<file path="src/ex_pkg.sv">
////////////////////////////////////////////////////////////
// Execute subsystem shared definitions
// Opcodes, instruction and register write structs, sizing
////////////////////////////////////////////////////////////

`default_nettype none

package ex_pkg;

  // Datapath and register file sizing
  localparam int XLEN        = 32;
  localparam int REG_ADDR_W  = 5;
  localparam int IMM_W       = 12;
  localparam int SHAMT_W     = 5;

  // Data memory, word addressed
  localparam int DMEM_WORDS  = 16;
  localparam int DMEM_ADDR_W = 4;

  // Multiplier latency and slicing
  localparam int MULT_CYCLES  = 3;
  localparam int MULT_SLICE_W = 11;
  localparam int MULT_CNT_W   = 2;

  // Opcodes
  typedef enum logic [3:0] {
    OP_ADD   = 4'd0,
    OP_SUB   = 4'd1,
    OP_AND   = 4'd2,
    OP_OR    = 4'd3,
    OP_XOR   = 4'd4,
    OP_SLL   = 4'd5,
    OP_SRL   = 4'd6,
    OP_SLT   = 4'd7,
    OP_MUL   = 4'd8,
    OP_LOAD  = 4'd9,
    OP_STORE = 4'd10,
    OP_BEQ   = 4'd11,
    OP_BNE   = 4'd12
  } ex_op_e;

  // Instruction word, 31 bits
  // rs2 == 0 selects the sign-extended imm as operand B
  typedef struct packed {
    ex_op_e                  op;
    logic [REG_ADDR_W-1:0]   rd;
    logic [REG_ADDR_W-1:0]   rs1;
    logic [REG_ADDR_W-1:0]   rs2;
    logic signed [IMM_W-1:0] imm;
  } ex_instr_t;

  // Register write request, also the commit port
  typedef struct packed {
    logic                  we;
    logic [REG_ADDR_W-1:0] waddr;
    logic [XLEN-1:0]       wdata;
  } rf_write_t;

endpackage

`default_nettype wire

</file>
<file path="src/ex_alu.sv">
////////////////////////////////////////////////////////////
// Execute ALU
// Add, sub, logic, shifts, signed set-less-than and the
// equality flag for the branch decision
////////////////////////////////////////////////////////////

`timescale 1ns/100ps
`default_nettype none

module ex_alu
  import ex_pkg::*;
(
  input  ex_op_e          op_i,
  input  logic [XLEN-1:0] a_i,
  input  logic [XLEN-1:0] b_i,
  output logic [XLEN-1:0] result_o,
  output logic            cmp_equal_o
);

  logic [SHAMT_W-1:0] shamt;
  logic [XLEN-1:0]    sum;
  logic [XLEN-1:0]    diff;
  logic               less_signed;

  // Shift amount from the low bits of B only
  assign shamt = b_i[SHAMT_W-1:0];

  assign sum  = a_i + b_i;
  assign diff = a_i - b_i;

  // Signed compare for SLT
  assign less_signed = $signed(a_i) < $signed(b_i);

  // Branch decision input
  assign cmp_equal_o = (a_i == b_i);

  ////////////////////////////////////////////////////////////
  // Result select
  ////////////////////////////////////////////////////////////

  always_comb
  begin
    case (op_i)
      OP_ADD:
        result_o = sum;
      OP_SUB:
        result_o = diff;
      OP_AND:
        result_o = a_i & b_i;
      OP_OR:
        result_o = a_i | b_i;
      OP_XOR:
        result_o = a_i ^ b_i;
      OP_SLL:
        result_o = a_i << shamt;
      OP_SRL:
        result_o = a_i >> shamt;
      OP_SLT:
        result_o = {{(XLEN-1){1'b0}}, less_signed};
      // MUL, memory and branch ops never take this result
      default:
        result_o = sum;
    endcase
  end

endmodule

`default_nettype wire

</file>
<file path="src/ex_lsu.sv">
////////////////////////////////////////////////////////////
// Load/store unit
// Word address adder, 16-word data memory, load return
////////////////////////////////////////////////////////////

`timescale 1ns/100ps
`default_nettype none

module ex_lsu
  import ex_pkg::*;
(
  input  logic                  clk,
  input  logic                  rst_n,
  input  logic                  req_i,
  input  ex_instr_t             instr_i,
  input  logic [XLEN-1:0]       base_i,
  input  logic [XLEN-1:0]       wdata_i,
  output rf_write_t             ld_wr_o,
  output logic                  ld_pending_o,
  output logic [REG_ADDR_W-1:0] ld_rd_o
);

  logic [XLEN-1:0]        mem_q [DMEM_WORDS];
  logic [XLEN-1:0]        addr_sum;
  logic [DMEM_ADDR_W-1:0] word_addr;
  logic                   do_load;
  logic                   do_store;

  logic                  ld_valid_q;
  logic [REG_ADDR_W-1:0] ld_rd_q;
  logic [XLEN-1:0]       ld_data_q;

  // Byte address, then word index
  // Upper bits dropped so the memory aliases every 64 bytes
  assign addr_sum  = base_i + {{(XLEN-IMM_W){instr_i.imm[IMM_W-1]}}, instr_i.imm};
  assign word_addr = addr_sum[DMEM_ADDR_W+1:2];

  assign do_load  = req_i && (instr_i.op == OP_LOAD);
  assign do_store = req_i && (instr_i.op == OP_STORE);

  ////////////////////////////////////////////////////////////
  // Memory and return valid
  ////////////////////////////////////////////////////////////

  always_ff @(posedge clk or negedge rst_n)
  begin
    if (!rst_n)
    begin
      for (int i = 0; i < DMEM_WORDS; i++)
      begin
        mem_q[i] <= '0;
      end
      ld_valid_q <= 1'b0;
    end
    else
    begin
      if (do_store)
      begin
        mem_q[word_addr] <= wdata_i;
      end
      ld_valid_q <= do_load;
    end
  end

  // Return data, presented for exactly one cycle
  always_ff @(posedge clk)
  begin
    if (do_load)
    begin
      ld_rd_q   <= instr_i.rd;
      ld_data_q <= mem_q[word_addr];
    end
  end

  assign ld_wr_o      = '{we: ld_valid_q, waddr: ld_rd_q, wdata: ld_data_q};
  assign ld_pending_o = ld_valid_q;
  assign ld_rd_o      = ld_rd_q;

endmodule

`default_nettype wire

</file>
<file path="src/ex_mult.sv">
////////////////////////////////////////////////////////////
// Multi-cycle multiplier, low 32 bits of a 32x32 product
// One 11-bit slice of B per cycle, accumulated over
// MULT_CYCLES cycles
////////////////////////////////////////////////////////////

`timescale 1ns/100ps
`default_nettype none

module ex_mult
  import ex_pkg::*;
(
  input  logic            clk,
  input  logic            rst_n,
  input  logic            start_i,
  input  logic [XLEN-1:0] a_i,
  input  logic [XLEN-1:0] b_i,
  output logic [XLEN-1:0] result_o,
  output logic            ready_o
);

  logic                  busy_q;
  logic [MULT_CNT_W-1:0] cnt_q;
  logic [XLEN-1:0]       a_q;
  logic [XLEN-1:0]       b_q;
  logic [XLEN-1:0]       acc_q;

  logic                  last;
  logic [MULT_CNT_W-1:0] idx;
  logic [XLEN-1:0]       op_a;
  logic [XLEN-1:0]       b_shifted;
  logic [XLEN-1:0]       slice;
  logic [XLEN-1:0]       partial;

  assign last = busy_q && (cnt_q == MULT_CNT_W'(MULT_CYCLES - 1));

  // Slice 0 straight from the inputs in the start cycle
  assign idx       = start_i ? '0 : cnt_q;
  assign op_a      = start_i ? a_i : a_q;
  assign b_shifted = (start_i ? b_i : b_q) >> (MULT_SLICE_W * idx);
  assign slice     = XLEN'(b_shifted[MULT_SLICE_W-1:0]);

  // Partial product, weighted by slice position
  assign partial = (op_a * slice) << (MULT_SLICE_W * idx);

  // Complete only in the last busy cycle
  assign result_o = acc_q + partial;

  // Low from the cycle after start, back high in the last count
  assign ready_o = !busy_q || last;

  ////////////////////////////////////////////////////////////
  // Sequencer
  ////////////////////////////////////////////////////////////

  always_ff @(posedge clk or negedge rst_n)
  begin
    if (!rst_n)
    begin
      busy_q <= 1'b0;
      cnt_q  <= '0;
    end
    else if (start_i)
    begin
      busy_q <= 1'b1;
      cnt_q  <= MULT_CNT_W'(1);
    end
    else if (last)
    begin
      busy_q <= 1'b0;
      cnt_q  <= '0;
    end
    else if (busy_q)
    begin
      cnt_q <= cnt_q + 1'b1;
    end
  end

  // Operands and running sum
  always_ff @(posedge clk)
  begin
    if (start_i)
    begin
      a_q   <= a_i;
      b_q   <= b_i;
      acc_q <= partial;
    end
    else if (busy_q)
    begin
      acc_q <= acc_q + partial;
    end
  end

endmodule

`default_nettype wire

</file>
<file path="src/ex_regfile.sv">
////////////////////////////////////////////////////////////
// Register file, 32 x 32, x0 tied to zero
// Load-first write port arbiter, write-through reads
////////////////////////////////////////////////////////////

`timescale 1ns/100ps
`default_nettype none

module ex_regfile
  import ex_pkg::*;
(
  input  logic                  clk,
  input  logic                  rst_n,
  input  logic [REG_ADDR_W-1:0] raddr1_i,
  input  logic [REG_ADDR_W-1:0] raddr2_i,
  input  rf_write_t             ex_wr_i,
  input  rf_write_t             ld_wr_i,
  output logic [XLEN-1:0]       rdata1_o,
  output logic [XLEN-1:0]       rdata2_o,
  output logic                  ex_grant_o,
  output rf_write_t             commit_o
);

  localparam int NUM_REGS = 2 ** REG_ADDR_W;

  logic [XLEN-1:0] regs_q [NUM_REGS];
  rf_write_t       wr;

  // Load always wins, EX result waits a cycle
  assign wr         = ld_wr_i.we ? ld_wr_i : ex_wr_i;
  assign ex_grant_o = !ex_wr_i.we || !ld_wr_i.we;
  assign commit_o   = wr;

  // One read port, x0 first, then the write in flight
  function automatic logic [XLEN-1:0] read_port(
    input logic [REG_ADDR_W-1:0] raddr,
    input rf_write_t             w,
    input logic [XLEN-1:0]       stored
  );
    if (raddr == '0)
    begin
      return '0;
    end
    if (w.we && (w.waddr == raddr))
    begin
      return w.wdata;
    end
    return stored;
  endfunction

  assign rdata1_o = read_port(raddr1_i, wr, regs_q[raddr1_i]);
  assign rdata2_o = read_port(raddr2_i, wr, regs_q[raddr2_i]);

  ////////////////////////////////////////////////////////////
  // Storage
  ////////////////////////////////////////////////////////////

  always_ff @(posedge clk or negedge rst_n)
  begin
    if (!rst_n)
    begin
      for (int i = 0; i < NUM_REGS; i++)
      begin
        regs_q[i] <= '0;
      end
    end
    // Writes to x0 are committed but dropped here
    else if (wr.we && (wr.waddr != '0))
    begin
      regs_q[wr.waddr] <= wr.wdata;
    end
  end

endmodule

`default_nettype wire

</file>
<file path="src/ex_stage.sv">
////////////////////////////////////////////////////////////
// Execute stage
// Operand interlock, ALU and multiplier, EX/WB register,
// LSU request and branch decision
////////////////////////////////////////////////////////////

`timescale 1ns/100ps
`default_nettype none

module ex_stage
  import ex_pkg::*;
(
  input  logic                  clk,
  input  logic                  rst_n,
  input  logic                  instr_valid_i,
  input  ex_instr_t             instr_i,
  input  logic [XLEN-1:0]       rdata1_i,
  input  logic [XLEN-1:0]       rdata2_i,
  input  logic                  ex_grant_i,
  input  logic                  ld_pending_i,
  input  logic [REG_ADDR_W-1:0] ld_rd_i,
  output logic [REG_ADDR_W-1:0] rs1_o,
  output logic [REG_ADDR_W-1:0] rs2_o,
  output rf_write_t             ex_wr_o,
  output logic                  lsu_req_o,
  output ex_instr_t             lsu_instr_o,
  output logic [XLEN-1:0]       lsu_base_o,
  output logic [XLEN-1:0]       lsu_wdata_o,
  output logic                  branch_valid_o,
  output logic                  branch_taken_o,
  output logic                  ex_ready_o
);

  // Decode
  logic is_load;
  logic is_mem;
  logic is_branch;
  logic is_mul;
  logic is_alu;
  logic accept;

  logic [XLEN-1:0] imm_ext;
  logic [XLEN-1:0] op_b;
  logic [XLEN-1:0] alu_result;
  logic            alu_equal;
  logic [XLEN-1:0] mult_result;
  logic            mult_ready;
  logic            mul_done;

  // Interlock
  logic                          ex_hold;
  logic                          lsu_ld_q;
  logic [1:0][REG_ADDR_W-1:0]    src_addr;
  logic [1:0]                    src_hit;

  // State
  logic                  ex_we_q;
  logic [REG_ADDR_W-1:0] ex_waddr_q;
  logic [XLEN-1:0]       ex_wdata_q;
  logic                  mul_pend_q;
  logic [REG_ADDR_W-1:0] mul_rd_q;
  logic                  lsu_req_q;
  ex_instr_t             lsu_instr_q;
  logic [XLEN-1:0]       lsu_base_q;
  logic [XLEN-1:0]       lsu_wdata_q;
  logic                  branch_valid_q;
  logic                  branch_taken_q;

  assign rs1_o = instr_i.rs1;
  assign rs2_o = instr_i.rs2;

  assign is_load   = (instr_i.op == OP_LOAD);
  assign is_mem    = is_load || (instr_i.op == OP_STORE);
  assign is_branch = (instr_i.op == OP_BEQ) || (instr_i.op == OP_BNE);
  assign is_mul    = (instr_i.op == OP_MUL);
  assign is_alu    = !(is_mem || is_branch || is_mul);

  // Operand B: register, or imm when rs2 is x0
  assign imm_ext = {{(XLEN-IMM_W){instr_i.imm[IMM_W-1]}}, instr_i.imm};
  assign op_b    = (instr_i.rs2 == '0) ? imm_ext : rdata2_i;

  ex_alu u_alu (
    .op_i        (instr_i.op),
    .a_i         (rdata1_i),
    .b_i         (op_b),
    .result_o    (alu_result),
    .cmp_equal_o (alu_equal)
  );

  ex_mult u_mult (
    .clk      (clk),
    .rst_n    (rst_n),
    .start_i  (accept && is_mul),
    .a_i      (rdata1_i),
    .b_i      (op_b),
    .result_o (mult_result),
    .ready_o  (mult_ready)
  );

  // Multiplier result lands in EX/WB in its last busy cycle
  assign mul_done = mul_pend_q && mult_ready;

  ////////////////////////////////////////////////////////////
  // Interlock and handshake
  ////////////////////////////////////////////////////////////

  // Result lost the write port to a load this cycle
  assign ex_hold  = ex_we_q && !ex_grant_i;
  assign lsu_ld_q = lsu_req_q && (lsu_instr_q.op == OP_LOAD);
  assign src_addr = {instr_i.rs2, instr_i.rs1};

  always_comb
  begin
    for (int i = 0; i < 2; i++)
    begin
      src_hit[i] = (src_addr[i] != '0) &&
                   ((ex_hold && (src_addr[i] == ex_waddr_q)) ||
                    (lsu_ld_q && (src_addr[i] == lsu_instr_q.rd)) ||
                    (ld_pending_i && (src_addr[i] == ld_rd_i)));
    end
  end

  assign ex_ready_o = mult_ready && !mul_pend_q && !ex_hold && !(|src_hit);
  assign accept     = instr_valid_i && ex_ready_o;

  ////////////////////////////////////////////////////////////
  // Control registers
  ////////////////////////////////////////////////////////////

  always_ff @(posedge clk or negedge rst_n)
  begin
    if (!rst_n)
    begin
      ex_we_q        <= 1'b0;
      mul_pend_q     <= 1'b0;
      lsu_req_q      <= 1'b0;
      branch_valid_q <= 1'b0;
    end
    else
    begin
      // EX/WB valid, held until the port is granted
      if ((accept && is_alu) || mul_done)
      begin
        ex_we_q <= 1'b1;
      end
      else if (ex_grant_i)
      begin
        ex_we_q <= 1'b0;
      end
      if (accept && is_mul)
      begin
        mul_pend_q <= 1'b1;
      end
      else if (mul_done)
      begin
        mul_pend_q <= 1'b0;
      end
      lsu_req_q      <= accept && is_mem;
      branch_valid_q <= accept && is_branch;
    end
  end

  // Payload, only meaningful with its valid bit
  always_ff @(posedge clk)
  begin
    if (accept && is_alu)
    begin
      ex_waddr_q <= instr_i.rd;
      ex_wdata_q <= alu_result;
    end
    else if (mul_done)
    begin
      ex_waddr_q <= mul_rd_q;
      ex_wdata_q <= mult_result;
    end
    if (accept && is_mul)
    begin
      mul_rd_q <= instr_i.rd;
    end
    if (accept && is_mem)
    begin
      lsu_instr_q <= instr_i;
      lsu_base_q  <= rdata1_i;
      lsu_wdata_q <= rdata2_i;
    end
    // BEQ takes on equal, BNE on not equal
    if (accept && is_branch)
    begin
      branch_taken_q <= (instr_i.op == OP_BEQ) ? alu_equal : !alu_equal;
    end
  end

  assign ex_wr_o = '{we: ex_we_q, waddr: ex_waddr_q, wdata: ex_wdata_q};

  // LSU request, one cycle after acceptance
  assign lsu_req_o   = lsu_req_q;
  assign lsu_instr_o = lsu_instr_q;
  assign lsu_base_o  = lsu_base_q;
  assign lsu_wdata_o = lsu_wdata_q;

  // Branch outcome, one cycle after acceptance
  assign branch_valid_o = branch_valid_q;
  assign branch_taken_o = branch_taken_q;

endmodule

`default_nettype wire

</file>
<file path="src/ex_top.sv">
////////////////////////////////////////////////////////////
// Execute subsystem top
// Stage, LSU and register file around one write port
////////////////////////////////////////////////////////////

`timescale 1ns/100ps
`default_nettype none

module ex_top
  import ex_pkg::*;
(
  input  logic      clk,
  input  logic      rst_n,
  input  logic      instr_valid_i,
  input  ex_instr_t instr_i,
  output logic      ex_ready_o,
  output rf_write_t commit_o,
  output logic      branch_valid_o,
  output logic      branch_taken_o
);

  // Register file read side
  logic [REG_ADDR_W-1:0] rs1;
  logic [REG_ADDR_W-1:0] rs2;
  logic [XLEN-1:0]       rdata1;
  logic [XLEN-1:0]       rdata2;

  // Write port requests
  rf_write_t ex_wr;
  rf_write_t ld_wr;
  logic      ex_grant;

  // Stage to LSU
  logic                  lsu_req;
  ex_instr_t             lsu_instr;
  logic [XLEN-1:0]       lsu_base;
  logic [XLEN-1:0]       lsu_wdata;
  logic                  ld_pending;
  logic [REG_ADDR_W-1:0] ld_rd;

  ex_stage u_stage (
    .clk            (clk),
    .rst_n          (rst_n),
    .instr_valid_i  (instr_valid_i),
    .instr_i        (instr_i),
    .rdata1_i       (rdata1),
    .rdata2_i       (rdata2),
    .ex_grant_i     (ex_grant),
    .ld_pending_i   (ld_pending),
    .ld_rd_i        (ld_rd),
    .rs1_o          (rs1),
    .rs2_o          (rs2),
    .ex_wr_o        (ex_wr),
    .lsu_req_o      (lsu_req),
    .lsu_instr_o    (lsu_instr),
    .lsu_base_o     (lsu_base),
    .lsu_wdata_o    (lsu_wdata),
    .branch_valid_o (branch_valid_o),
    .branch_taken_o (branch_taken_o),
    .ex_ready_o     (ex_ready_o)
  );

  ex_lsu u_lsu (
    .clk          (clk),
    .rst_n        (rst_n),
    .req_i        (lsu_req),
    .instr_i      (lsu_instr),
    .base_i       (lsu_base),
    .wdata_i      (lsu_wdata),
    .ld_wr_o      (ld_wr),
    .ld_pending_o (ld_pending),
    .ld_rd_o      (ld_rd)
  );

  ex_regfile u_regfile (
    .clk        (clk),
    .rst_n      (rst_n),
    .raddr1_i   (rs1),
    .raddr2_i   (rs2),
    .ex_wr_i    (ex_wr),
    .ld_wr_i    (ld_wr),
    .rdata1_o   (rdata1),
    .rdata2_o   (rdata2),
    .ex_grant_o (ex_grant),
    .commit_o   (commit_o)
  );

endmodule

`default_nettype wire

</file>
<file path="config.mk">
export PLATFORM = sky130hd
export DESIGN_NAME = ex_top
export DESIGN_NICKNAME = d
export VERILOG_FILES = /design/src/ex_pkg.sv /design/src/ex_alu.sv /design/src/ex_lsu.sv /design/src/ex_mult.sv /design/src/ex_regfile.sv /design/src/ex_stage.sv /design/src/ex_top.sv
export SDC_FILE = /design/constraint.sdc
export NUM_CORES = 2
export LEC_CHECK = 0
export BUFFER_PORTS_ARGS = -buffer_cell sky130_fd_sc_hd__buf_4
export CAP_MARGIN = 10
export CORE_MARGIN = 3
export CORE_UTILIZATION = 43
export CTS_BUF_LIST = sky130_fd_sc_hd__clkbuf_8
export DETAILED_ROUTE_END_ITERATION = 8
export GPL_TIMING_DRIVEN = 0
export HOLD_SLACK_MARGIN = 0.06
export PLACE_DENSITY = 0.6
export SLEW_MARGIN = 10
export SYNTH_ARGS = -nofsm -noshare
export SYNTH_HDL_FRONTEND = slang
export SYNTH_SLANG_ARGS = --single-unit
</file>
<file path="constraint.sdc">
create_clock -name clk -period 10.7 [get_ports clk]
set_input_delay 2.14 -clock clk [delete_from_list [all_inputs] [get_ports clk]]
set_output_delay 2.14 -clock clk [all_outputs]
set_load 0.03 [all_outputs]
</file>
==> metrics <==
post-DP HPWL=354000 um; Slew HR=7.07%; Max Freq=just over 80 MHz; Hold Crit Endpoint=u_stage.u_mult.b_q[23]; Final WS setup=-1730 ps; GR Util All Layers=roughly 38%; Iteration-0 DRC Markers=11199; hold depth=2; Yosys top cell area share=roughly 37%; Routed WL=about 480000 um; Worst Hold Slack=461 ps; Die Width=498 um; cts hold-fix bufs=0; fin util=51.3%; pre-CTS setup slack=-6860 ps; via count=around 88000; worst-case reg-to-reg path depth=48; synthesized area per cell=11.0 sq um; Clock Latency Late Sink=between 1000 and 1500 ps; status=finished, violations left; r2r startpoint=u_lsu.ld_pending_o; IO Count=75; total power=~43 mW; # DRC=0; critical path fanouts, max=7; most frequent cells in the layout=dfrtp_1, nand2_1, o21ai_0; Clock Sinks=roughly 1800; mapped cell area=approximately 0.10 sq mm; die height=around 500 um; die area=approximately 0.25 sq mm; TritonCTS clock tree=yes; final setup violation count=41; root buffer cell=clkbuf_8; Netlist cell types=96; vias per std cell=between 6 and 7; Max stage delay cell, worst path=mux4_2; PwrDens=roughly 350 mW/mm^2; Initial Utilization=approximately 43%; most common cell after layout, fill and taps aside=dfrtp_1; share of post-route cells with drive strength above 1=26.2%; pin count of the biggest net entering global routing=about 170; TritonCTS Buffers=~340; Hold Startpoint=u_stage.u_mult.b_q[23]; final hold vios=0; clock buffer depth=4; Mapped Cells=approximately 9500; Synth warnings=0; crit path DAT=between 10000 and 15000 ps; Post-synth ARST share=a little under 90%; initial antenna violation count=38; DR pass1 iterations=7; most frequent CP cell=buf_16; CP max stage delay=580 ps; PortBufs=69; Setup Skew=129 ps; Syn Nets=~9900; synthesis-to-finish area growth=18.1%; FF-to-FF setup slack=-1510 ps; RSZ-0062 raised after global routing=true; vias in the first global route=around 87000; Slew @ Worst Pin=between 1000 and 1500 ps; share of the yosys chip area belonging to registers=a little over two fifths; #FFs+latches synth=about 1800; critical path class=primary input to flop; violated checks=setup timing; worst hold-check path type=flop to flop; first-pass GRT wire length=665000 um; GP Congestion=around 1.1; H-tree lvl count=5; max-slew violations=0; Final Critical Period=approximately 12000 ps; Critical R2R Capture=u_stage.ex_wdata_q[31]; post-route ant nets=0; number of flops mapped to enable cells by yosys=approximately 170; Rows=around 180; most common flop cell mapped by yosys=dfrtp_1; overflow left after global routing=0; CTS clock-pin slew for the worst setup and hold paths=roughly 60 ps; Critical Path End Type=flop; period utilization=116%; layout net count=~11000; Lkg Pwr=approximately 54 nW; maximum VDD drop=about 0.8 mV; largest cells by area after synthesis=dfrtp_1, mux4_2, mux2_2, o21ai_0, nand2_1; WL/cell=between 30 and 40 um; largest area contributor in the netlist=dfrtp_1; core box area=roughly 0.24 sq mm; Startpoint Class=primary input; max cap viols=0; WP data required=11490 ps
## cell type report
| class | instances | area [sq um] |
|---|---|---|
| Multi-Input combinational cell | 6485 | 57000 |
| Inverter | 384 | 1490 |
| Antenna cell | 33 | 82.6 |
| Clock inverter | 153 | 877 |
| Buffer | 812 | 4880 |
| Fill cell | 21243 | 117000 |
| Sequential cell | 1773 | 44900 |
| Timing Repair Buffer | 400 | 3850 |
| Tap cell | 3167 | 3960 |
| Clock buffer | 425 | 5850 |
## kinds of logic (layout without fill, tap and decap cells)
kind of cell | Yosys count | in the layout | share of synthesized area, %
compound gates | 2040 | 2040 | 11.4
xor+xnor | 126 | 126 | 1.10
fa+ha+maj | 408 | 408 | 6.51
buf+inv | 1204 | 2174 | 4.70
flops | 1773 | 1773 | 43.1
mux | 1570 | 1570 | 23.7
other cells | 0 | 33 | 0
simple gates | 2341 | 2341 | 9.44
## sequential cells by signal, summed over array words and instances (netlist names)
signal                  flops
u_stage.u_mult.busy_q       1
u_stage.branch_taken_o      1
u_lsu.ld_pending_o          1
u_stage.u_mult.acc_q       32
u_stage.lsu_instr_o        15
u_stage.lsu_wdata_o        32
u_stage.lsu_base_o          6
u_stage.lsu_req_o           1
u_stage.u_mult.b_q         32
u_stage.ex_we_q             1
u_lsu.mem_q               512
u_stage.u_mult.a_q         32
u_stage.branch_valid_o      1
u_lsu.ld_data_q            32
u_stage.mul_rd_q            5
u_regfile.regs_q         1024
u_stage.ex_wdata_q         32
u_stage.mul_pend_q          1
u_stage.ex_waddr_q          5
u_stage.u_mult.cnt_q        2
u_lsu.ld_rd_o               5
## worst max-delay path: cells and delay by family
| kind | cells | cell delay [ps] |
|---|---|---|
| compound gates | 15 | 2620 |
| xor+xnor | 3 | 700 |
| fa+ha+maj | 7 | 2830 |
| buf+inv | 16 | 1750 |
| mux | 6 | 1760 |
| simple gates | 7 | 1350 |
## cell usage after synthesis, types with 50 or more instances
cell,instances
a21o_1,51
mux2_2,570
clkbuf_1,677
a21oi_1,407
inv_1,367
mux2i_1,335
and2_1,75
o21ai_1,50
dfrtp_1,1544
nand3_1,51
nand2_1,1352
nor2b_1,73
mux4_2,659
dfxtp_1,64
o21ai_0,1027
buf_1,59
nor2_1,542
nand2b_1,61
fa_1,222
a221oi_1,53
edfxtp_1,165
ha_1,186
nor3_1,63
a211oi_1,73
xnor2_1,98
## power by group
| group | switching (mW) | total, mW | internal [mW] |
|---|---|---|---|
| Sequential | 1.40 | 10.3 | 8.95 |
| Combinational | 16.0 | 26.1 | 10.1 |
| Clock | 3.07 | 6.81 | 3.74 |
| Total | 20.4 | 43.2 | 22.8 |
## per-layer routing
metal / vias up / GRT usage [%] / wire length, um / part of all wire [%]
li1: 35349 / - / - / -
met1: 45640 / 49.2 / 183000 / 38
met2: 5545 / 56.3 / 208000 / 44
met3: 1503 / 9.62 / 49100 / 10
met4: 20 / 24.8 / 38400 / 8.0
met5: - / 0 / 147 / 0.031
## repair_timing
action	CTS	global route
gates resized for setup	676	181
pin swaps	147	89
cloned	0	1
endpoints found under the setup margin	57	46
setup buffers	223	54
## per-stage QoR
step	setup TNS, ps	instance area (sq um)	std cells
3_5_place_dp	-287450	110000	12754
4_1_cts	-35580	122000	13544
6_report	-40990	123000	13632
2_1_floorplan	-21020	104000	9462
5_1_grt	-48540	123000	13605
3_3_place_gp	-	109000	12698
## worst max-delay path by stage
stage	start	to	depth (start not counted)
after floorplan	instr_i[17]	u_stage.u_mult.acc_q[29]	54
after global placement	rst_n	u_regfile.regs_q[727]	1
after detailed placement	instr_i[19]	u_stage.ex_wdata_q[31]	45
after CTS	instr_i[17]	u_stage.ex_wdata_q[31]	55
after global routing	instr_i[17]	u_stage.ex_wdata_q[31]	57
final	instr_i[17]	u_stage.ex_wdata_q[31]	54
Note: power is estimated with default switching activity, not from simulation.
